File: config.mk
export PLATFORM = sky130hd
export DESIGN_NAME = fir_output
export DESIGN_NICKNAME = d
export VERILOG_FILES = /design/src/rtl/fir_pkg.sv /design/src/rtl/fir_output.sv
export SDC_FILE = /design/constraint.sdc
export NUM_CORES = 1
export LEC_CHECK = 0
export BUFFER_PORTS_ARGS = -buffer_cell sky130_fd_sc_hd__buf_2
export CORE_ASPECT_RATIO = 0.75
export CORE_UTILIZATION = 35
export CTS_BUF_LIST = sky130_fd_sc_hd__clkbuf_4 sky130_fd_sc_hd__clkbuf_8 sky130_fd_sc_hd__clkbuf_16
export DETAILED_ROUTE_END_ITERATION = 6
export HOLD_SLACK_MARGIN = 0.02
export PLACE_DENSITY = 0.66
export REMOVE_ABC_BUFFERS = 1
export SYNTH_ARGS = -nofsm -noshare
export SYNTH_HDL_FRONTEND = slang
export SYNTH_SLANG_ARGS = --single-unit
File: constraint.sdc
create_clock -name clk_i -period 0.8 [get_ports clk_i]
set_input_delay 0.08 -clock clk_i [delete_from_list [all_inputs] [get_ports clk_i]]
set_output_delay 0.08 -clock clk_i [all_outputs]
set_load 0.005 [all_outputs]
File: src/rtl/fir_pkg.sv
package fir_pkg;

	localparam int unsigned SAMPLE_W   = 16;
	localparam int unsigned COEF_W     = 16;
	localparam int unsigned ACC_W      = 40;
	localparam int unsigned RESULT_W   = 24;
	localparam int unsigned REG_ADDR_W = 8;
	localparam int unsigned REG_DATA_W = 32;

	typedef logic signed [SAMPLE_W-1:0] sample_t;
	typedef logic signed [COEF_W-1:0]   coef_t;
	// wide enough for 128 full-scale products
	typedef logic signed [ACC_W-1:0]    acc_t;
	typedef logic signed [RESULT_W-1:0] result_t;
	typedef logic [REG_ADDR_W-1:0]      reg_addr_t;
	typedef logic [REG_DATA_W-1:0]      reg_data_t;

	// arithmetic right shift of the tree sum before saturation
	localparam int unsigned OUT_SHIFT = 8;

	// register map, addresses below the limit select a tap
	localparam reg_addr_t REG_COEF_LIMIT = 8'h80;
	localparam reg_addr_t REG_OVERRIDE   = 8'h80;
	localparam reg_addr_t REG_LAST_Y     = 8'h81;
	localparam reg_addr_t REG_LAST_SHIFT = 8'h82;
	localparam reg_addr_t REG_COUNT      = 8'h83;

endpackage

File: src/rtl/fir_output.sv
`timescale 1ns/1ns

module fir_output (
	input  logic             clk_i,
	input  logic             rst_ni,
	input  logic             valid_i,
	input  fir_pkg::acc_t    sum_i,
	output logic             y_valid_o,
	output fir_pkg::result_t y_o
);
	import fir_pkg::*;

	localparam int unsigned RES_W = $bits(result_t);
	localparam acc_t Y_MAX = acc_t'(2 ** (RES_W - 1) - 1);
	localparam acc_t Y_MIN = -acc_t'(2 ** (RES_W - 1));

	acc_t    scaled;
	result_t y_sat;

	assign scaled = sum_i >>> OUT_SHIFT;

	// clamp to the result range
	always_comb begin
		if (scaled > Y_MAX) begin
			y_sat = result_t'(Y_MAX);
		end else if (scaled < Y_MIN) begin
			y_sat = result_t'(Y_MIN);
		end else begin
			y_sat = result_t'(scaled);
		end
	end

	always_ff @(posedge clk_i or negedge rst_ni) begin
		if (!rst_ni) begin
			y_valid_o <= 1'b0;
		end else begin
			y_valid_o <= valid_i;
		end
	end

	always_ff @(posedge clk_i) begin
		if (valid_i) begin
			y_o <= y_sat;
		end
	end

endmodule

==> reports/qor.csv <==
metric;value;unit
via_count;946;
grt_max_degree;26;
maxCapViolCount;0;
p_per_area;1650;nW/µm²
layout_commonest_cell;buf_2;
finalCriticalPeriod;0.913;ns
die_width;70.2;µm
ys_types;15;
cp.arrival;0.94;ns
slew_headroom;86.5;%
hpwl;1.92;mm
crit_type;primary input to flop;
root_buffer;clkbuf_8;
ir_drop;1010;µV
portBuffers;59;
synth_top_area_share;59.0;%
utilization;50.9;%
grt_pass1_wl;4.17;mm
ant_nets;0;
rsz0062_at_grt;true;
rows;18;
grtUsageTotal;14.6;%
synth_area;1220;µm²
clockBufferDepth;2;
dr.pass1.iters;4;
leakagePower;0.805;nW
cts_tree;done;
postPlaceCellArea;1590;µm²
grt_pass1_vias;920;
yosys_warnings;0;
syn_area_per_cell;14.4;µm²
fillCellCount;306;
power.total;0.00278;W
crit_end;y_o[15];
worstMarginPinSlew;0.201;ns
critPathLaunchType;primary input;
hold_viol;0;
crit_required;0.82;ns
syn_inst;85;
seq_area_frac_synth;61.0;%
clkSinkCount;25;
syn2layout_area_growth;37.8;%
synth_area_leader_cell;edfxtp_1;
setup_ws;-0.113;ns
start_util;36.9;%
core_area;3310;µm²
drive_above_1_share;49.7;%
cts_setup_buffers;0;
clk_pin_slew;0.09;ns
status;finished, violations left;
cp-startpoint;sum_i[36];
viasPerCell;5.01;
finalNetCount;193;
diodes;0;
hold_ws;0.107;ns
antenna_found_initial;0;
drt-initial-drc-count;64;
wl;2.63;mm
ys_ff_latch;25;
cts_htree_levels;1;
fin_crit_sh;114;%
numCtsBuffers;3;
post-route-cell-area;1680;µm²
grt_remaining_overflow;0;
violations;setup timing;
avgRoutedWirePerCell;13.9;µm
die_h;53.2;µm
die_area;3740;µm²
gp_congestion;0.656;
finalSetupViolCount;48;
fmax;1090;MHz
min_path_type;primary input to asynchronous set/reset pin;
cp_max_fo;11;
drc_errors;0;
crit_path_end_kind;flop;
layout_common_cells;57 x buf_2, 24 x edfxtp_1, 23 x o211a_1, 20 x nand2b_1, 4 x buf_6;
slew_violations;0;
yosys-top-cells-area;edfxtp_1 59%, o211a_1 19%, nand2b_1 10%, dfrtp_1 2.0%, buf_6 1.8%;
post-place-ws;-0.464;ns
io_pins;68;
==> layer usage <==
layer	part of all wire, %	global-route usage, %	up-vias
met4	0.30	2.00	0
met3	11	7.43	2
met5	0	0	-
met1	42	17.7	442
li1	-	-	455
met2	46	24.0	47
==> area by class of cell <==
type / instances / area (µm²) / share of cell area (%)
clock inverters: 1 / 5.00 / 0.297
flip-flops and latches: 25 / 746 / 44.3
well taps: 40 / 50.0 / 2.97
multi-input cells: 53 / 444 / 26.4
clock buffers: 3 / 41.3 / 2.45
repair buffers: 67 / 398 / 23.6
==> flip-flops by register name, summed over array words and instances, names as in the netlist <==
register and cells:
y_valid_o 1, y_o 24
==> worst min-delay path by stage <==
| stage | startpoint | endpoint | slack [ns] | cells past startpoint |
|---|---|---|---|---|
| floorplan | rst_ni | y_valid_o | -0.22 | 0 |
| global placement | rst_ni | y_valid_o | -0.14 | 1 |
| detailed placement | rst_ni | y_valid_o | -0.14 | 1 |
| CTS | rst_ni | y_valid_o | 0.1 | 2 |
| global route | rst_ni | y_valid_o | 0.11 | 2 |
| finish | rst_ni | y_valid_o | 0.11 | 2 |
==> cells by family after synthesis <==
kind of cell / Yosys count / share of synthesized area (%)
flip-flops: 25 / 61.0
AND/OR/NAND/NOR: 29 / 15.7
AO/OA/AOI/OAI: 24 / 19.2
buffers and inverters: 7 / 4.09
==> critical path, cell delays in order <==
cell	delay, ns
buf_8	0.10
nor4_4	0.26
nand3_2	0.12
buf_6	0.16
o211a_1	0.21
==> synth_stat cells <==
master / number
o21ai_1: 1
nand4_1: 2
buf_2: 2
nand2b_1: 20
nand3_2: 1
or2b_1: 3
clkbuf_1: 2
nor2_1: 1
o211a_1: 23
buf_6: 2
nor3_1: 1
dlygate4sd3_1: 1
dfrtp_1: 1
nor4_2: 1
edfxtp_1: 24
==> report_power, final <==
| part | internal (W) | total, W | leakage [nW] | switching, W |
|---|---|---|---|---|
| clock | 0.000348 | 0.000741 | 0.0255 | 0.000394 |
| sequential | 0.00156 | 0.00158 | 0.245 | 0.0000247 |
| combinational | 0.000250 | 0.000452 | 0.535 | 0.000202 |
==> stage by stage <==
step / setup TNS [ns] / cells
floorplan: -12.42 / 78
global placement: -9.98 / 184
detailed placement: -10.45 / 184
CTS: -3.87 / 189
global route: -4.93 / 189
finish: -3.46 / 189
==> timing repair <==
item                                    CTS  global route
pin swaps                                 2             0
hold buffers                              1             0
gates resized for setup                   5             3
gates cloned                              0             0
endpoints found under the setup margin   48            48
hold endpoints to repair                  1             0
(Power assumes the default switching activity.)
