File: config.mk
export PLATFORM = sky130hd
export DESIGN_NAME = sample_intake
export DESIGN_NICKNAME = d
export VERILOG_FILES = /design/src/rtl/fir_pkg.sv /design/src/rtl/sample_intake.sv
export SDC_FILE = /design/constraint.sdc
export NUM_CORES = 1
export LEC_CHECK = 0
export ABC_AREA = 1
export BUFFER_PORTS_ARGS = -buffer_cell sky130_fd_sc_hd__buf_2
export CAP_MARGIN = 20
export CORE_UTILIZATION = 43
export CTS_BUF_LIST = sky130_fd_sc_hd__clkbuf_4 sky130_fd_sc_hd__clkbuf_8 sky130_fd_sc_hd__clkbuf_16
export CTS_CLUSTER_DIAMETER = 120
export DETAILED_ROUTE_END_ITERATION = 8
export HOLD_SLACK_MARGIN = 0.1
export PLACE_DENSITY = 0.8
export SETUP_SLACK_MARGIN = 0.2
export SLEW_MARGIN = 15
export SYNTH_ARGS = -nofsm -noshare
export SYNTH_HDL_FRONTEND = slang
export SYNTH_SLANG_ARGS = --single-unit
File: constraint.sdc
create_clock -name clk_i -period 1.8 [get_ports clk_i]
set_input_delay 0.18 -clock clk_i [delete_from_list [all_inputs] [get_ports clk_i]]
set_output_delay 0.18 -clock clk_i [all_outputs]
set_load 0.02 [all_outputs]
File: src/rtl/fir_pkg.sv
package fir_pkg;

	localparam int unsigned SAMPLE_W   = 16;
	localparam int unsigned COEF_W     = 16;
	localparam int unsigned ACC_W      = 40;
	localparam int unsigned RESULT_W   = 24;
	localparam int unsigned REG_ADDR_W = 8;
	localparam int unsigned REG_DATA_W = 32;

	typedef logic signed [SAMPLE_W-1:0] sample_t;
	typedef logic signed [COEF_W-1:0]   coef_t;
	// wide enough for 128 full-scale products
	typedef logic signed [ACC_W-1:0]    acc_t;
	typedef logic signed [RESULT_W-1:0] result_t;
	typedef logic [REG_ADDR_W-1:0]      reg_addr_t;
	typedef logic [REG_DATA_W-1:0]      reg_data_t;

	// arithmetic right shift of the tree sum before saturation
	localparam int unsigned OUT_SHIFT = 8;

	// register map, addresses below the limit select a tap
	localparam reg_addr_t REG_COEF_LIMIT = 8'h80;
	localparam reg_addr_t REG_OVERRIDE   = 8'h80;
	localparam reg_addr_t REG_LAST_Y     = 8'h81;
	localparam reg_addr_t REG_LAST_SHIFT = 8'h82;
	localparam reg_addr_t REG_COUNT      = 8'h83;

endpackage

File: src/rtl/sample_intake.sv
`timescale 1ns/1ns

module sample_intake (
	input  logic             clk_i,
	input  logic             rst_ni,
	input  logic             valid_strobe_i,
	input  fir_pkg::sample_t sample_i,
	input  logic             override_armed_i,
	input  fir_pkg::sample_t override_sample_i,
	output logic             override_taken_o,
	output logic             accept_o,
	output fir_pkg::sample_t sample_o
);
	import fir_pkg::*;

	logic strobe_q;
	logic strobe_rise;

	assign strobe_rise = valid_strobe_i && !strobe_q;

	always_ff @(posedge clk_i or negedge rst_ni) begin
		if (!rst_ni) begin
			strobe_q         <= 1'b0;
			accept_o         <= 1'b0;
			override_taken_o <= 1'b0;
		end else begin
			strobe_q         <= valid_strobe_i;
			accept_o         <= strobe_rise;
			// tells the register block to disarm
			override_taken_o <= strobe_rise && override_armed_i;
		end
	end

	// armed override wins over the pin sample
	always_ff @(posedge clk_i) begin
		if (strobe_rise) begin
			sample_o <= override_armed_i ? override_sample_i : sample_i;
		end
	end

endmodule

==> summary.md <==
| Metric | Value |
|---|---|
| Max_slew headroom | `0.617` |
| CTS max path bufs | `2` |
| Syn_area_per_cell | `10.9 um2` |
| Final instance area | `1130 um2` |
| Num rows | `15` |
| CTS resizes | `0` |
| Post-CTS Setup Repair Bufs | `0` |
| Power density cells | `~760 nW/um2` |
| Post-route ant nets | `0` |
| Largest net degree at the start of global routing | `18` |
| CP arrival | `1.34 ns` |
| CP max-delay cell | `dlygate4sd3_1` |
| Worst-path clk slew | `0.10 ns` |
| DR DRC count | `0` |
| Initial antenna violation count | `0` |
| WL final | `about 1.5 mm` |
| Sw Pwr | `0.200 mW` |
| Total track usage | `0.163` |
| Num ports | `54` |
| Final Core Density | `0.638` |
| Comb power frac | `0.154` |
| Min Tclk post-route | `1.41 ns` |
| Die height | `45.6 um` |
| Net Sw Frac | `0.233` |
| Routed vias | `676` |
| Proportion of layout cells with a drive suffix above 1 | `0.481` |
| Worst-margin pin slew | `about 0.57 ns` |
| # clock sinks | `19` |
| Die Wd | `45.6 um` |
| Fin Setup TNS | `0 ns` |
| Nets | `between 150 and 200` |
| Remaining Overflow, GRT | `0` |
| CTS tree | `done` |
| CP startpoint kind | `primary input` |
| Clock Power Share | `0.257` |
| Worst EP required | `approximately 1.7 ns` |
| Root Driver | `clkbuf_4` |
| First-pass GRT wire length | `2.35 mm` |
| 1st-iter DRT viols | `10` |
| IO buf count | `53` |
| Metal2 WL | `824 um` |
| Core area | `about 1800 um2` |
| Vias per cell | `4.33` |
| Cell Chain, Critical Path | `dlygate4sd3_1 -> buf_2 -> nand2_1 -> inv_1` |
| Status | `complete, no violations` |
| Hold Crit Class | `in2reg` |
| Final period util | `0.782` |
| Fin. max-slew vios | `0` |
| Layout Cells excl Fill | `156` |
| Register area share after synthesis | `0.679` |
| Setup Viol. Count Final | `0` |
| H-Tree Depth | `1` |
| P_int | `0.660 mW` |
| Yosys reg bits | `19` |
| Initial core utilization | `0.464` |
| DIE AREA | `2080 um2` |
| Wire per inst | `9.79 um` |
| Drt first pass iters | `4` |
| Post-Synthesis Cells | `between 70 and 80` |
| WP buf/inv | `3` |
| Setup CP Type | `in2reg` |
| Yosys warnings | `0` |
| Max Used Layer | `met4` |
| Max_cap viols | `0` |
| Max IR drop VDD | `about 0.00033 V` |
| RSZ-0062 raised after global routing | `false` |
| Inserted Diodes | `0` |
| DP Wirelength | `1.15 mm` |
| Post-synth net total | `111` |
| Met3 wire length | `98 um` |
| Placer Congestion | `0.675` |
| Post-Place Cell Area | `1080 um2` |
| Area growth syn-to-layout | `37.6%` |
| Critical Path Max Stage Delay | `roughly 0.52 ns` |
| Top delay family on crit path | `buffers and inverters` |
| P_leak | `0.595 nW` |
| Met1 Routed Length | `589 um` |
| Clk_skew | `a little under 0.004 ns` |
| Hold buffers post-CTS | `2` |
| CP Capture Type | `flip-flop` |
| Fmax | `710 MHz` |
| Sequential group share of total power | `0.590` |
| Inst Count DP | `150` |
| Synthesized area | `818 um2` |
| CTS Buf Count | `3` |
| Vias in the first global route | `597` |
| # fillers | `158` |
| Fin. Hold Viols | `0` |
| Unique masters post-synth | `10` |
| Clk_lat worst skew | `0.29 ns` |
| Critical-path maximum fanout | `17` |
==> layout by cell type, fill, tap and decap left out, drive strengths merged <==
cell type / instances
inv: 3
nor2: 1
clkbuf: 4
buf: 53
dlygate4sd3: 2
edfxtp: 16
nand2: 49
dfrtp: 3
==> state kept, by name, summed over array words and instances, names as in the netlist <==
register	cells
accept_o	1
override_taken_o	1
sample_o	16
strobe_q	1
==> metal layers <==
| layer | up-vias | track usage |
|---|---|---|
| li1 | 350 | - |
| met3 | 2 | 0.0198 |
| met2 | 30 | 0.286 |
| met4 | 0 | 0.115 |
| met5 | - | 0 |
| met1 | 294 | 0.181 |
==> synth_stat cells <==
cell | count | area (um2)
buf_4 | 1 | 7.51
dfrtp_1 | 3 | 75.1
buf_12 | 1 | 20.0
buf_6 | 1 | 11.3
nor2_4 | 1 | 11.3
nand2_2 | 4 | 25.0
inv_1 | 2 | 7.51
nand2_1 | 45 | 169
inv_8 | 1 | 11.3
edfxtp_1 | 16 | 480
==> metrics by stage <==
stage | hold slack, ns | worst slack, ns | power (mW)
2_1_floorplan | -0.116 | 0.612 | 0.594
3_3_place_gp | -0.0260 | 0.521 | 0.644
3_5_place_dp | -0.0237 | 0.486 | 0.648
4_1_cts | 0.140 | 0.369 | 0.866
5_1_grt | 0.153 | 0.300 | 0.895
6_report | 0.149 | 0.392 | 0.860
==> final timing paths <==
path	startpoint	end	slack (ns)	cells after the start
setup / recovery	valid_strobe_i	sample_o[13]	0.39	4
hold / removal	sample_i[1]	sample_o[1]	0.15	3
setup reg to reg	strobe_q	sample_o[13]	0.50	3
hold reg to reg	strobe_q	override_taken_o	0.55	3
max in group asynchronous	rst_ni	override_taken_o	1.50	2
min in group asynchronous	rst_ni	accept_o	0.20	2
==> logic make-up (layout without fill, tap and decap cells) <==
kind of cell	after synthesis	count (layout)	synth area share
buffers and inverters	6	62	0.0703
DFF	19	19	0.679
and+or+nand+nor	50	50	0.251
==> worst min-delay path, stage by stage <==
cell and delay [ns]:
buf_2 0.07, nand2_1 0.04, nand2_1 0.04
==> power groups by stage <==
stage / logic [mW] / clock network [mW] / registers [mW]
finish: 0.132 / 0.221 / 0.507
global route: 0.149 / 0.236 / 0.509
detailed placement: 0.130 / 0 / 0.517
global placement: 0.127 / 0 / 0.517
CTS: 0.134 / 0.225 / 0.507
floorplan: 0.0527 / 0 / 0.541
==> cell type report <==
class | instances | area, um2 | area share
Sequential cell | 19 | 556 | 0.493
Timing Repair Buffer | 55 | 285 | 0.253
Multi-Input combinational cell | 50 | 205 | 0.182
Tap cell | 25 | 31.3 | 0.0278
Clock buffer | 4 | 30.0 | 0.0267
Inverter | 3 | 18.8 | 0.0167
(Power assumes the default switching activity.)
