## config.mk

```make
export PLATFORM = sky130hd
export DESIGN_NAME = fir_regs_flat
export DESIGN_NICKNAME = d
export VERILOG_FILES = /design/src/rtl/fir_pkg.sv /design/src/rtl/coef_wr_if.sv /design/src/rtl/fir_regs.sv /design/src/flat_wrapper.sv
export SDC_FILE = /design/constraint.sdc
export NUM_CORES = 1
export LEC_CHECK = 0
export ABC_AREA = 1
export BUFFER_PORTS_ARGS = -buffer_cell sky130_fd_sc_hd__buf_2
export CORE_MARGIN = 2
export CORE_UTILIZATION = 40
export DETAILED_ROUTE_END_ITERATION = 8
export PLACE_DENSITY = 0.62
export SLEW_MARGIN = 10
export SYNTH_ARGS = -nofsm -noshare
export SYNTH_HDL_FRONTEND = slang
export SYNTH_SLANG_ARGS = --single-unit
```

## constraint.sdc

```tcl
create_clock -name clk_i -period 2.4 [get_ports clk_i]
set_input_delay 0.12 -clock clk_i [delete_from_list [all_inputs] [get_ports clk_i]]
set_output_delay 0.12 -clock clk_i [all_outputs]
set_load 0.005 [all_outputs]
```

## src/rtl/fir_pkg.sv

```systemverilog
package fir_pkg;

	localparam int unsigned SAMPLE_W   = 16;
	localparam int unsigned COEF_W     = 16;
	localparam int unsigned ACC_W      = 40;
	localparam int unsigned RESULT_W   = 24;
	localparam int unsigned REG_ADDR_W = 8;
	localparam int unsigned REG_DATA_W = 32;

	typedef logic signed [SAMPLE_W-1:0] sample_t;
	typedef logic signed [COEF_W-1:0]   coef_t;
	// wide enough for 128 full-scale products
	typedef logic signed [ACC_W-1:0]    acc_t;
	typedef logic signed [RESULT_W-1:0] result_t;
	typedef logic [REG_ADDR_W-1:0]      reg_addr_t;
	typedef logic [REG_DATA_W-1:0]      reg_data_t;

	// arithmetic right shift of the tree sum before saturation
	localparam int unsigned OUT_SHIFT = 8;

	// register map, addresses below the limit select a tap
	localparam reg_addr_t REG_COEF_LIMIT = 8'h80;
	localparam reg_addr_t REG_OVERRIDE   = 8'h80;
	localparam reg_addr_t REG_LAST_Y     = 8'h81;
	localparam reg_addr_t REG_LAST_SHIFT = 8'h82;
	localparam reg_addr_t REG_COUNT      = 8'h83;

endpackage

```

## src/rtl/coef_wr_if.sv

```systemverilog
`timescale 1ns/1ns

interface coef_wr_if;
	import fir_pkg::*;

	// single-cycle write pulse
	logic      we;
	reg_addr_t seg;
	reg_addr_t tap;
	coef_t     coef;

	modport src (output we, seg, tap, coef);
	modport dst (input we, seg, tap, coef);

endinterface

```

## src/rtl/fir_regs.sv

```systemverilog
`timescale 1ns/1ns

module fir_regs #(
	parameter int unsigned TAPS_PER_SEG = 4
) (
	input  logic               clk_i,
	input  logic               rst_ni,
	input  logic               reg_we_i,
	input  fir_pkg::reg_addr_t reg_addr_i,
	input  fir_pkg::reg_data_t reg_wdata_i,
	output fir_pkg::reg_data_t reg_rdata_o,
	coef_wr_if.src             coef_wr,
	output logic               override_armed_o,
	output fir_pkg::sample_t   override_sample_o,
	input  logic               override_taken_i,
	input  logic               accept_i,
	input  fir_pkg::sample_t   last_shift_i,
	input  logic               result_valid_i,
	input  fir_pkg::result_t   result_i
);
	import fir_pkg::*;

	logic      ovr_we;
	result_t   last_y_q;
	sample_t   last_shift_q;
	reg_data_t count_q;

	// tap j lives in segment j / TAPS_PER_SEG
	assign coef_wr.we   = reg_we_i && (reg_addr_i < REG_COEF_LIMIT);
	assign coef_wr.seg  = reg_addr_t'(reg_addr_i / TAPS_PER_SEG);
	assign coef_wr.tap  = reg_addr_t'(reg_addr_i % TAPS_PER_SEG);
	assign coef_wr.coef = coef_t'(reg_wdata_i[COEF_W-1:0]);

	assign ovr_we = reg_we_i && (reg_addr_i == REG_OVERRIDE);

	// a fresh write re-arms even if the old value is taken now
	always_ff @(posedge clk_i or negedge rst_ni) begin
		if (!rst_ni) begin
			override_armed_o <= 1'b0;
		end else if (ovr_we) begin
			override_armed_o <= 1'b1;
		end else if (override_taken_i) begin
			override_armed_o <= 1'b0;
		end
	end

	always_ff @(posedge clk_i) begin
		if (ovr_we) begin
			override_sample_o <= sample_t'(reg_wdata_i[SAMPLE_W-1:0]);
		end
	end

	// readback state
	always_ff @(posedge clk_i or negedge rst_ni) begin
		if (!rst_ni) begin
			last_y_q     <= '0;
			last_shift_q <= '0;
			count_q      <= '0;
		end else begin
			if (result_valid_i) begin
				last_y_q <= result_i;
			end
			if (accept_i) begin
				last_shift_q <= last_shift_i;
				count_q      <= count_q + 1'b1;
			end
		end
	end

	always_comb begin
		case (reg_addr_i)
			REG_LAST_Y:     reg_rdata_o = reg_data_t'(last_y_q);
			REG_LAST_SHIFT: reg_rdata_o = reg_data_t'(last_shift_q);
			REG_COUNT:      reg_rdata_o = count_q;
			default:        reg_rdata_o = '0;
		endcase
	end

endmodule

```

## src/flat_wrapper.sv

```systemverilog
// flat-port wrapper written by rule: the top's interface ports become plain ports
module fir_regs_flat import fir_pkg::*;
#(
	parameter int unsigned TAPS_PER_SEG = 4
)
  (clk_i, rst_ni, reg_we_i, reg_addr_i, reg_wdata_i, reg_rdata_o, override_armed_o, override_sample_o, override_taken_i, accept_i, last_shift_i, result_valid_i, result_i, coef_wr_we, coef_wr_seg, coef_wr_tap, coef_wr_coef);
  coef_wr_if coef_wr_i ();
  input  logic clk_i;
  input  logic rst_ni;
  input  logic reg_we_i;
  input  fir_pkg::reg_addr_t reg_addr_i;
  input  fir_pkg::reg_data_t reg_wdata_i;
  output fir_pkg::reg_data_t reg_rdata_o;
  output logic override_armed_o;
  output fir_pkg::sample_t override_sample_o;
  input  logic override_taken_i;
  input  logic accept_i;
  input  fir_pkg::sample_t last_shift_i;
  input  logic result_valid_i;
  input  fir_pkg::result_t result_i;
  output wire logic [$bits(coef_wr_i.we)-1:0] coef_wr_we;
  output wire logic [$bits(coef_wr_i.seg)-1:0] coef_wr_seg;
  output wire logic [$bits(coef_wr_i.tap)-1:0] coef_wr_tap;
  output wire logic [$bits(coef_wr_i.coef)-1:0] coef_wr_coef;
  assign coef_wr_we = coef_wr_i.we;
  assign coef_wr_seg = coef_wr_i.seg;
  assign coef_wr_tap = coef_wr_i.tap;
  assign coef_wr_coef = coef_wr_i.coef;
  fir_regs #(.TAPS_PER_SEG(TAPS_PER_SEG)) u_core (.clk_i(clk_i), .rst_ni(rst_ni), .reg_we_i(reg_we_i), .reg_addr_i(reg_addr_i), .reg_wdata_i(reg_wdata_i), .reg_rdata_o(reg_rdata_o), .coef_wr(coef_wr_i), .override_armed_o(override_armed_o), .override_sample_o(override_sample_o), .override_taken_i(override_taken_i), .accept_i(accept_i), .last_shift_i(last_shift_i), .result_valid_i(result_valid_i), .result_i(result_i));
endmodule
```

==> flow_summary.json <==
{
  "post-route-period-util_pct": 69.8,
  "port_buffers": 143,
  "wire_per_inst_um": 14.7,
  "end_kind": "primary output",
  "fin_util_pct": 52.4,
  "clk_pin_slew_ps": 70,
  "synth_edf_count": 16,
  "synth_cell_types": 31,
  "finalMaxSlewViolations": 0,
  "switching_share_pct": 26.9,
  "ys_top_cells_by_count": "nand3_1, nand2_1, dfrtp_1, inv_1, buf_4",
  "ir_drop_v": 0.000331,
  "cts_root_buffer": "clkbuf_16",
  "cts_buffer_depth": 2,
  "finalClockSkew_ps": 8.23,
  "status": "finished clean",
  "clk_latency_ps": 340,
  "ys_seq_area_share_pct": 48.8,
  "drt_first_pass_iters": 4,
  "path_cells": "buf_2, nor4_2, buf_12, nand3_1, nand3_1, buf_2",
  "yosys.area.top_type": "dfrtp_1",
  "crit_path_top_delay_cell": "nor4_2",
  "ios": 168,
  "synthCells": 532,
  "synth_flop_cell": "dfrtp_1",
  "grt_max_degree": 74,
  "die_area_mm2": 0.0127,
  "dieWidth_um": 113,
  "vias": 4091,
  "drc_errors": 0,
  "hp-class": "in -> reg",
  "htree_levels": 3,
  "p_leak_nw": 3.00,
  "cts_made_buffers": 9,
  "crit_path_max_incr_delay_ps": 380,
  "grt-ovfl-total": 0,
  "synth_seq_cells": 89,
  "powerDensity_mw_per_mm2": 587,
  "cts.sinks": 89,
  "grt_pass1_wl_mm": 19.6,
  "cts_tree": "done",
  "required_ps": 2280,
  "drt-vias-per-instance": 4.93,
  "coreArea_mm2": 0.0115,
  "tightest_slew_ps": 650,
  "dp_hpwl_mm": 8.83,
  "grt_use_total_pct": 19.3,
  "ys_warn_count": 0,
  "antenna_found_initial": 0,
  "initial_utilization_pct": 41.2,
  "p_clk_share_pct": 37.1,
  "drt-total-wl_mm": 12.2,
  "start_kind": "input port",
  "die_h_um": 113,
  "switching_power_uw": 948,
  "finalHoldViolations": 0,
  "maxCapViolCount": 0,
  "drt_iter0_drc": 229,
  "gp_congestion": 0.819,
  "nets": 768,
  "yosysTopAreaCellShare_pct": 38.6,
  "timing.fmax_ghz": 0.597,
  "grt_pass1_vias": 3940,
  "ant_nets": 0,
  "setup_tns_ps": 0,
  "area_growth_syn_to_layout_pct": 27.2,
  "p_comb_share_pct": 12.1,
  "syn_area_mm2": 0.00473,
  "crit_fanout": 73,
  "drive_above_1_share_pct": 31.5,
  "power_frac_seq_pct": 50.8,
  "period_needed_ps": 1670,
  "synth_area_leaders": "dfrtp_1, nand3_1, edfxtp_1",
  "setup_viol": 0,
  "rsz0062_at_grt": "false",
  "path_class": "in -> out",
  "async_flop_share_pct": 82.0,
  "slew_headroom_pct": 56.7,
  "n_antenna_cell": 0,
  "synth.avg_cell_area_um2": 8.89,
  "crit_arrival_ps": 1550,
  "rows": 39,
  "synth.most_common_cell": "nand3_1",
  "p_int_mw": 2.58
}
cell usage in the layout, fill, tap and decap left out, types with 4 or more instances in the layout:
cell type,instances
nor2_2,6
nand3_1,118
buf_2,143
xor2_1,12
nand4_1,15
inv_1,39
dfrtp_1,73
nand2_2,4
buf_4,5
xnor2_1,8
inv_2,5
conb_1,8
dlygate4sd3_1,35
nor3_1,6
edfxtp_1,16
nor2_1,24
nand2_1,108
mux2_2,24
clkbuf_16,9
timing repair:
item	in CTS	in global routing
resized for setup	0	0
setup buffers	0	0
endpoints found under the hold margin	57	2
hold buffers	33	2
through the flow:
| step | cell area, um2 | power, mW | worst slack (ps) | hold slack (ps) | cells |
|---|---|---|---|---|---|
| floorplan | 4760 | 2.06 | 661 | -176 | 539 |
| global placement | 5390 | 2.19 | 685 | 168 | 778 |
| CTS | 5990 | 3.57 | 739 | 0.448 | 827 |
| global route | 6010 | 3.71 | 625 | 1.70 | 829 |
| detailed placement | 5390 | 2.21 | 671 | 177 | 778 |
| finish | 6010 | 3.53 | 726 | 11.8 | 829 |
flip-flops by register name, indices dropped and copies added, names as in the netlist:
| register | count |
|---|---|
| u_core.count_q | 32 |
| u_core.last_y_q | 24 |
| u_core.last_shift_q | 16 |
| u_core.override_sample_o | 16 |
| u_core.override_armed_o | 1 |
final timing paths:
path / from / to / slack (ps) / depth (start not counted)
worst min-delay path: result_i[4] / u_core.last_y_q[4]$_DFFE_PN0P_ / 10 / 2
worst max-delay path: reg_addr_i[5] / reg_rdata_o[27] / 730 / 6
worst min register to register: u_core.last_shift_q[6]$_DFFE_PN0P_ / u_core.last_shift_q[6]$_DFFE_PN0P_ / 470 / 2
worst max register to register: u_core.count_q[0]$_DFFE_PN0P_ / u_core.count_q[20]$_DFFE_PN0P_ / 810 / 7
min in group asynchronous: rst_ni / u_core.count_q[31]$_DFFE_PN0P_ / 340 / 2
max in group asynchronous: rst_ni / u_core.last_shift_q[15]$_DFFE_PN0P_ / 1370 / 3
worst max-delay path: cells and delay by family:
family,cells,cell delay [ps]
and+or+nand+nor,3,850
buffers and inverters,3,570
final cells by class:
type,count,area (um2)
multi-input combinational,351,1940
fill,1060,5450
clock inverter,7,52.6
tap,143,179
sequential,89,2310
clock buffer,9,225
timing repair buffer,185,1140
inverter,45,169
cells by family after synthesis:
logic type,synth area share [%]
buffers and inverters,11.1
DFF,48.8
AOI/OAI and AO/OA,0.555
and+or+nand+nor,29.8
adders and majority gates,0.265
other,0.0793
xor gates and xnor gates,3.70
muxes,5.71
power groups by stage:
stage	Combinational [mW]	Sequential [mW]	Clock [mW]
final	0.427	1.79	1.31
after CTS	0.428	1.80	1.35
after floorplan	0.270	1.79	0
after global routing	0.482	1.82	1.41
after global placement	0.376	1.82	0
after detailed placement	0.386	1.82	0
routing by layer:
layer | track usage (%) | part of all wire, % | up-vias
li1 | - | - | 2024
met1 | 25.4 | 44 | 1900
met2 | 31.5 | 48 | 157
met3 | 4.98 | 6.9 | 10
met4 | 6.18 | 1.4 | 0
met5 | 0 | 0 | -
Note: power is estimated with default switching activity, not from simulation.
