[config.mk]
export PLATFORM = sky130hd
export DESIGN_NAME = adder_tree
export DESIGN_NICKNAME = d
export VERILOG_FILES = /design/src/rtl/fir_pkg.sv /design/src/rtl/adder_tree.sv
export SDC_FILE = /design/constraint.sdc
export NUM_CORES = 1
export LEC_CHECK = 0
export BUFFER_PORTS_ARGS = -buffer_cell sky130_fd_sc_hd__buf_2
export CAP_MARGIN = 20
export CORE_UTILIZATION = 35
export DETAILED_ROUTE_END_ITERATION = 12
export HOLD_SLACK_MARGIN = 0.06
export PLACE_DENSITY = 0.65
export SYNTH_ARGS = -nofsm -noshare
export SYNTH_HDL_FRONTEND = slang
export SYNTH_SLANG_ARGS = --single-unit
[constraint.sdc]
create_clock -name clk_i -period 0.8 [get_ports clk_i]
set_input_delay 0.08 -clock clk_i [delete_from_list [all_inputs] [get_ports clk_i]]
set_output_delay 0.08 -clock clk_i [all_outputs]
set_load 0.01 [all_outputs]
[src/rtl/fir_pkg.sv]
package fir_pkg;

	localparam int unsigned SAMPLE_W   = 16;
	localparam int unsigned COEF_W     = 16;
	localparam int unsigned ACC_W      = 40;
	localparam int unsigned RESULT_W   = 24;
	localparam int unsigned REG_ADDR_W = 8;
	localparam int unsigned REG_DATA_W = 32;

	typedef logic signed [SAMPLE_W-1:0] sample_t;
	typedef logic signed [COEF_W-1:0]   coef_t;
	// wide enough for 128 full-scale products
	typedef logic signed [ACC_W-1:0]    acc_t;
	typedef logic signed [RESULT_W-1:0] result_t;
	typedef logic [REG_ADDR_W-1:0]      reg_addr_t;
	typedef logic [REG_DATA_W-1:0]      reg_data_t;

	// arithmetic right shift of the tree sum before saturation
	localparam int unsigned OUT_SHIFT = 8;

	// register map, addresses below the limit select a tap
	localparam reg_addr_t REG_COEF_LIMIT = 8'h80;
	localparam reg_addr_t REG_OVERRIDE   = 8'h80;
	localparam reg_addr_t REG_LAST_Y     = 8'h81;
	localparam reg_addr_t REG_LAST_SHIFT = 8'h82;
	localparam reg_addr_t REG_COUNT      = 8'h83;

endpackage

[src/rtl/adder_tree.sv]
`timescale 1ns/1ns

module adder_tree #(
	parameter int unsigned NUM_SEG = 2
) (
	input  logic          clk_i,
	input  logic          rst_ni,
	input  logic          valid_i,
	input  fir_pkg::acc_t terms_i [NUM_SEG],
	output logic          valid_o,
	output fir_pkg::acc_t sum_o
);
	import fir_pkg::*;

	localparam int unsigned LEVELS = $clog2(NUM_SEG);

	if (NUM_SEG == 1) begin : g_single
		// nothing to add, just one register stage
		always_ff @(posedge clk_i or negedge rst_ni) begin
			if (!rst_ni) begin
				valid_o <= 1'b0;
			end else begin
				valid_o <= valid_i;
			end
		end

		always_ff @(posedge clk_i) begin
			sum_o <= terms_i[0];
		end
	end else begin : g_tree
		// heap order, node n adds nodes 2n+1 and 2n+2
		// indices from NUM_SEG-1 upward are the input terms
		acc_t             node_q [NUM_SEG-1];
		logic [LEVELS-1:0] vld_q;

		always_ff @(posedge clk_i or negedge rst_ni) begin
			if (!rst_ni) begin
				vld_q <= '0;
			end else begin
				vld_q[0] <= valid_i;
				for (int k = 1; k < LEVELS; k++) begin
					vld_q[k] <= vld_q[k-1];
				end
			end
		end

		always_ff @(posedge clk_i) begin
			for (int n = 0; n < NUM_SEG - 1; n++) begin
				if (2 * n + 1 >= NUM_SEG - 1) begin
					node_q[n] <= terms_i[2*n+1-(NUM_SEG-1)] + terms_i[2*n+2-(NUM_SEG-1)];
				end else begin
					node_q[n] <= node_q[2*n+1] + node_q[2*n+2];
				end
			end
		end

		assign valid_o = vld_q[LEVELS-1];
		assign sum_o   = node_q[0];
	end

endmodule

==> results of run 1 <==
## metal layers
metal | share of wire | vias up | track usage
li1 | - | 1702 | -
met1 | 0.41 | 1540 | 0.245
met2 | 0.53 | 90 | 0.377
met3 | 0.034 | 15 | 0.0279
met4 | 0.023 | 0 | 0.0638
met5 | 0 | - | 0
## critical path, cell delays in order
cell      delay, ns
buf_6          0.10
ha_4           0.15
fa_2           0.37
a211oi_4       0.29
o21ai_2        0.10
a21oi_2        0.17
a21o_1         0.20
a31oi_4        0.11
a311o_1        0.28
a21o_1         0.20
a221oi_2       0.26
xnor2_1        0.14
## worst min path at each step
stage	slack (ns)	to	from	cells past startpoint
after floorplan	-0.22	valid_o	rst_ni	0
after CTS	0.08	valid_o	rst_ni	2
after global routing	0.09	valid_o	rst_ni	2
final	0.09	g_tree.node_q[0][1]	terms_i[41]	2
after global placement	-0.15	valid_o	rst_ni	1
after detailed placement	-0.14	valid_o	rst_ni	1
## cell families (layout without fill, tap and decap cells)
| group | Yosys count | count (layout) | share of synthesized area |
|---|---|---|---|
| flip-flops | 41 | 41 | 0.289 |
| AO/OA/AOI/OAI | 111 | 111 | 0.269 |
| adder cells (fa/ha/maj) | 40 | 40 | 0.178 |
| multiplexers | 2 | 2 | 0.00700 |
| XOR/XNOR | 36 | 36 | 0.110 |
| buffers and inverters | 14 | 274 | 0.0188 |
| AND/OR/NAND/NOR | 76 | 76 | 0.129 |
## registers in the layout, indices dropped and copies added, names as in the netlist
| signal | flops |
|---|---|
| g_tree.node_q | 40 |
| valid_o | 1 |
## cell usage after synthesis, drive strengths merged (3+ instances only)
cell,count
nand2b,6
nand4,3
a2111oi,3
a31oi,6
a21oi,34
nand3,7
o21bai,5
inv,8
ha,39
nor2b,5
o21ai,17
nand2,16
a21o,22
xnor2,23
xor2,13
nor3,6
clkbuf,6
and3,5
nor2,21
a221oi,4
dfxtp,40
o21a,5
## power by group through the flow
stage | registers [mW] | logic (mW) | clock network, mW
6_report | 2.69 | 4.64 | 1.39
5_1_grt | 2.72 | 4.98 | 1.50
4_1_cts | 2.64 | 4.07 | 1.42
3_5_place_dp | 2.65 | 3.60 | 0
3_3_place_gp | 2.65 | 3.54 | 0
2_1_floorplan | 2.90 | 1.70 | 0
## area by class of cell
cell class / instances / area, µm²
Clock inverter: 2 / 10.0
Tap cell: 102 / 128
Timing Repair Buffer: 258 / 1950
Clock buffer: 6 / 72.6
Sequential cell: 41 / 843
Fill cell: 578 / 2060
Inverter: 8 / 30.0
Multi-Input combinational cell: 265 / 2710
## what timing repair did
action	in CTS	in global routing
resized for setup	72	76
setup buffers	9	16
setup endpoints to repair	74	77
hold buffers	3	0
pin swaps	28	54
hold endpoints to repair	3	0
==> results.md, run 1 <==
* Status: finished, violations left
* Failing checks: negative setup slack
* Final setup fails at 66
* Top FF cell, synth: dfxtp_1
* DR vias at 3347
* All-Layer GR Usage at 0.205
* Share of total power in combinational logic at 0.532
* Fin area at 0.00575 mm²
* Flop pwr share at 0.308
* Via density at 4.91
* Synthesis-to-finish area growth at 101%
* Async SR Flop Fraction at 0.0244
* NetSw at 2.99 mW
* DRT Pass-1 Iters at 4
* Register bit total from synthesis at 41
* Ant. Diodes at 0
* First-pass GRT wire length at 14300 µm
* Slack of the critical path at -1.43 ns
* Peak VDD IR at 0.000776 V
* Top Ports at 124
* Most frequent cells in the layout: buf_4 (110), buf_2 (87), buf_6 (57)
* Arrival time worst endpoint at 2.46 ns
* Syn avg cell area at 8.94 µm²
* Clock root cell: clkbuf_8
* MaxCap Viol Count at 0
* RSZ-0062 raised after global routing: yes
* Commonest non-fill, non-tap cell in the layout: buf_4
* Post-DP HPWL at 6790 µm
* Int Pwr at 5.72 mW
* Syn_nets at 443
* PnR Total Power at 8.71 mW
* Min Tclk post-route at 2.23 ns
* Inserted Clock Buffers at 5
* Initial antenna violation count at 0
* Placed Cells at 651
* # clock sinks at 41
* Leak at 2.71 nW
* Synthesis Warnings at 0
* DIE HEIGHT at 92.4 µm
* Fin nets at 702
* Initial core utilization at 0.367
* Largest net degree at the start of global routing at 13
* Setup Total Neg Slack at -35.61 ns
* Vias in the first global route at 3360
* Least-Margin Pin Slew at 0.412 ns
* Die W at 92.4 µm
* Seq/Total Area, Yosys at 0.289
* Number of synthesized flops with an enable pin at 0
* GPL Wtd Cong at 0.829
* Clock Pin Slew Worst Setup and Hold Paths at 0.09 ns
* Clock Power Share at 0.159
* Hold/Removal Path Class: in -> reg
* Total wire length at 9520 µm
* CP Max Fanout at 2
* Final period util at 2.79
* Post-synth top area share at 0.280
* CTS tree: built
* CP Capture Point: g_tree.node_q[0][38]
* Worst Path Class, Setup: in -> reg
* Fmax at 449 MHz
* I/O Buffers at 123
* Antenna-violating nets left at 0
* Slew HR at 0.718
* H-tree Lvls at 2
* Final Hold Viols at 0
* Critical path launch point: terms_i[0]
* Hold_ws at 0.0854 ns
* Sw frac at 0.343
* Post-Syn Area at 0.00286 mm²
* Post-synth top area cell: dfxtp_1
* Cells after Synth at 320
* Starting DRT DRC Count at 81
* Largest buffer count on any clock path at 2
* DIE AREA at 0.00854 mm²
* Placement Setup Slack at -1.82 ns
* Grt ovf at 0
* Worst setup SP type: primary input
* Post-layout util at 0.736
* Share of cells above drive strength 1 at 0.641
* Critical Path RT at 1.03 ns
* Core area at 0.00781 mm²
* Drt wl/cell at 14.0 µm
* DRC Markers at 0
* Site row count at 32
* Synth unique cells at 50
* Power per cell area at 1520 mW/mm²
* Synth area leaders: dfxtp_1 (28%), ha_1 (17%), xnor2_1 (7.0%), a21oi_1 (5.9%), a21o_1 (5.8%)
* Post-DP Area at 0.00476 mm²
* Final slew viol count at 0
* Worst setup EP type: flop
* Fin cells at 682
(Power assumes the default switching activity.)
==> inputs of run 2 (changes only) <==
- PLACE_DENSITY: 0.65 -> unset
==> results.md, run 2 (synthesis gave the netlist of run 1 again) <==
* Status: finished, violations left
* Failing checks: negative setup slack
* DRC Markers at 0
* Starting DRT DRC Count at 39
* Post-layout util at 0.732
* Largest buffer count on any clock path at 2
* Fin nets at 699
* Setup Total Neg Slack at -33.77 ns
* Post-DP HPWL at 6650 µm
* Final period util at 2.73
* Worst setup EP type: flop
* Final Hold Viols at 0
* Fmax at 457 MHz
* Arrival time worst endpoint at 2.38 ns
* Synthesis-to-finish area growth at 99.7%
* CP Max Fanout at 2
* Worst setup SP type: primary input
* Via density at 4.89
* MaxCap Viol Count at 0
* I/O Buffers at 123
* Drt wl/cell at 13.5 µm
* Ant. Diodes at 0
* Slack of the critical path at -1.39 ns
* Power per cell area at 1590 mW/mm²
* Final slew viol count at 0
* Site row count at 32
* Share of cells above drive strength 1 at 0.640
* Worst Path Class, Setup: in -> reg
* GPL Wtd Cong at 0.799
* DRT Pass-1 Iters at 4
* H-tree Lvls at 2
* Peak VDD IR at 0.000894 V
* Core area at 0.00781 mm²
* DIE HEIGHT at 92.4 µm
* DIE AREA at 0.00854 mm²
* Largest Register: g_tree.node_q
* Clock Pin Slew Worst Setup and Hold Paths at 0.09 ns
* Vias in the first global route at 3335
* Placed Cells at 645
* Die W at 92.4 µm
* Slew HR at 0.653
* Min Tclk post-route at 2.19 ns
* Most frequent cells in the layout: buf_4 (104), buf_2 (90), buf_6 (56)
* Largest net degree at the start of global routing at 13
* Largest register FFs at 40
* Initial antenna violation count at 0
* Critical Path RT at 0.99 ns
* Inserted Clock Buffers at 5
* # clock sinks at 41
* All-Layer GR Usage at 0.209
* Clock root cell: clkbuf_8
* Antenna-violating nets left at 0
* Final setup fails at 70
* Commonest non-fill, non-tap cell in the layout: buf_4
* Fin cells at 679
* Grt ovf at 0
* Top Registers: g_tree.node_q (40), valid_o (1)
* Leak at 2.71 nW
* CTS tree: built
* RSZ-0062 raised after global routing: yes
* DR vias at 3319
* Hold/Removal Path Class: in -> async
* Total wire length at 9160 µm
* Fillers at 581
* First-pass GRT wire length at 14400 µm
* Initial core utilization at 0.367
* Top Ports at 124
* Least-Margin Pin Slew at 0.507 ns
==> run 2: cell types whose count changed in the layout (fill, tap and decap cells not counted), sizes merged <==
cell / before / now
clkbuf: 6 / 7
clkinv: 2 / 0
bufinv: 0 / 1
buf: 255 / 252
==> run 2: final cells by class <==
| type | count | area (µm²) | area share |
|---|---|---|---|
| Inverter | 8 | 30.0 | 0.00526 |
| Clock buffer | 7 | 86.3 | 0.0151 |
| Clock inverter | 1 | 30.0 | 0.00526 |
| Multi-Input combinational cell | 265 | 2670 | 0.467 |
| Timing Repair Buffer | 255 | 1930 | 0.337 |
| Sequential cell | 41 | 846 | 0.148 |
| Tap cell | 102 | 128 | 0.0223 |
==> run 2: repair_timing <==
action	in CTS	in global routing
hold buffers	3	0
cloned	0	0
pin swaps	47	52
buffers inserted	20	11
hold endpoints to repair	3	0
setup endpoints to repair	77	78
gates resized for setup	90	52
==> run 2: worst paths after layout <==
check,startpoint,end,slack (ns)
hold / removal,rst_ni,valid_o,0.08
min in group clk_i,terms_i[1],g_tree.node_q[0][1],0.11
max in group asynchronous,rst_ni,valid_o,0.63
setup / recovery,terms_i[0],g_tree.node_q[0][30],-1.39
==> run 2: where the power goes <==
part           internal [mW]  leakage [nW]  switching, mW
clock network           1.02        0.0585          0.803
logic                   2.58          2.30           1.99
registers               2.53         0.349          0.166
==> run 2: stage by stage <==
step	power, mW	setup WS [ns]	cell area, µm²	hold WS [ns]
CTS	8.71	-1.34	5450	0.0730
finish	9.09	-1.39	5710	0.0828
global route	9.62	-1.50	5710	0.0883
detailed placement	6.24	-1.83	4730	-0.141
floorplan	4.60	-1.46	3220	-0.216
global placement	6.19	-1.74	4730	-0.144
==> run 2: critical path, stage by stage <==
cell      delay (ns)
buf_8           0.10
ha_4            0.15
fa_2            0.36
a211oi_2        0.28
o21ai_2         0.10
a21oi_2         0.17
a21o_1          0.17
a31oi_2         0.11
a311o_1         0.29
a21o_1          0.20
buf_4           0.14
buf_6           0.11
xnor2_2         0.11
==> run 2: routing by layer <==
| layer | track usage | vias up | share of wire |
|---|---|---|---|
| met5 | 0 | - | 0 |
| met4 | 0.0664 | 0 | 0.018 |
| met3 | 0.0296 | 12 | 0.038 |
| met2 | 0.393 | 80 | 0.52 |
| met1 | 0.240 | 1530 | 0.43 |
| li1 | - | 1697 | - |
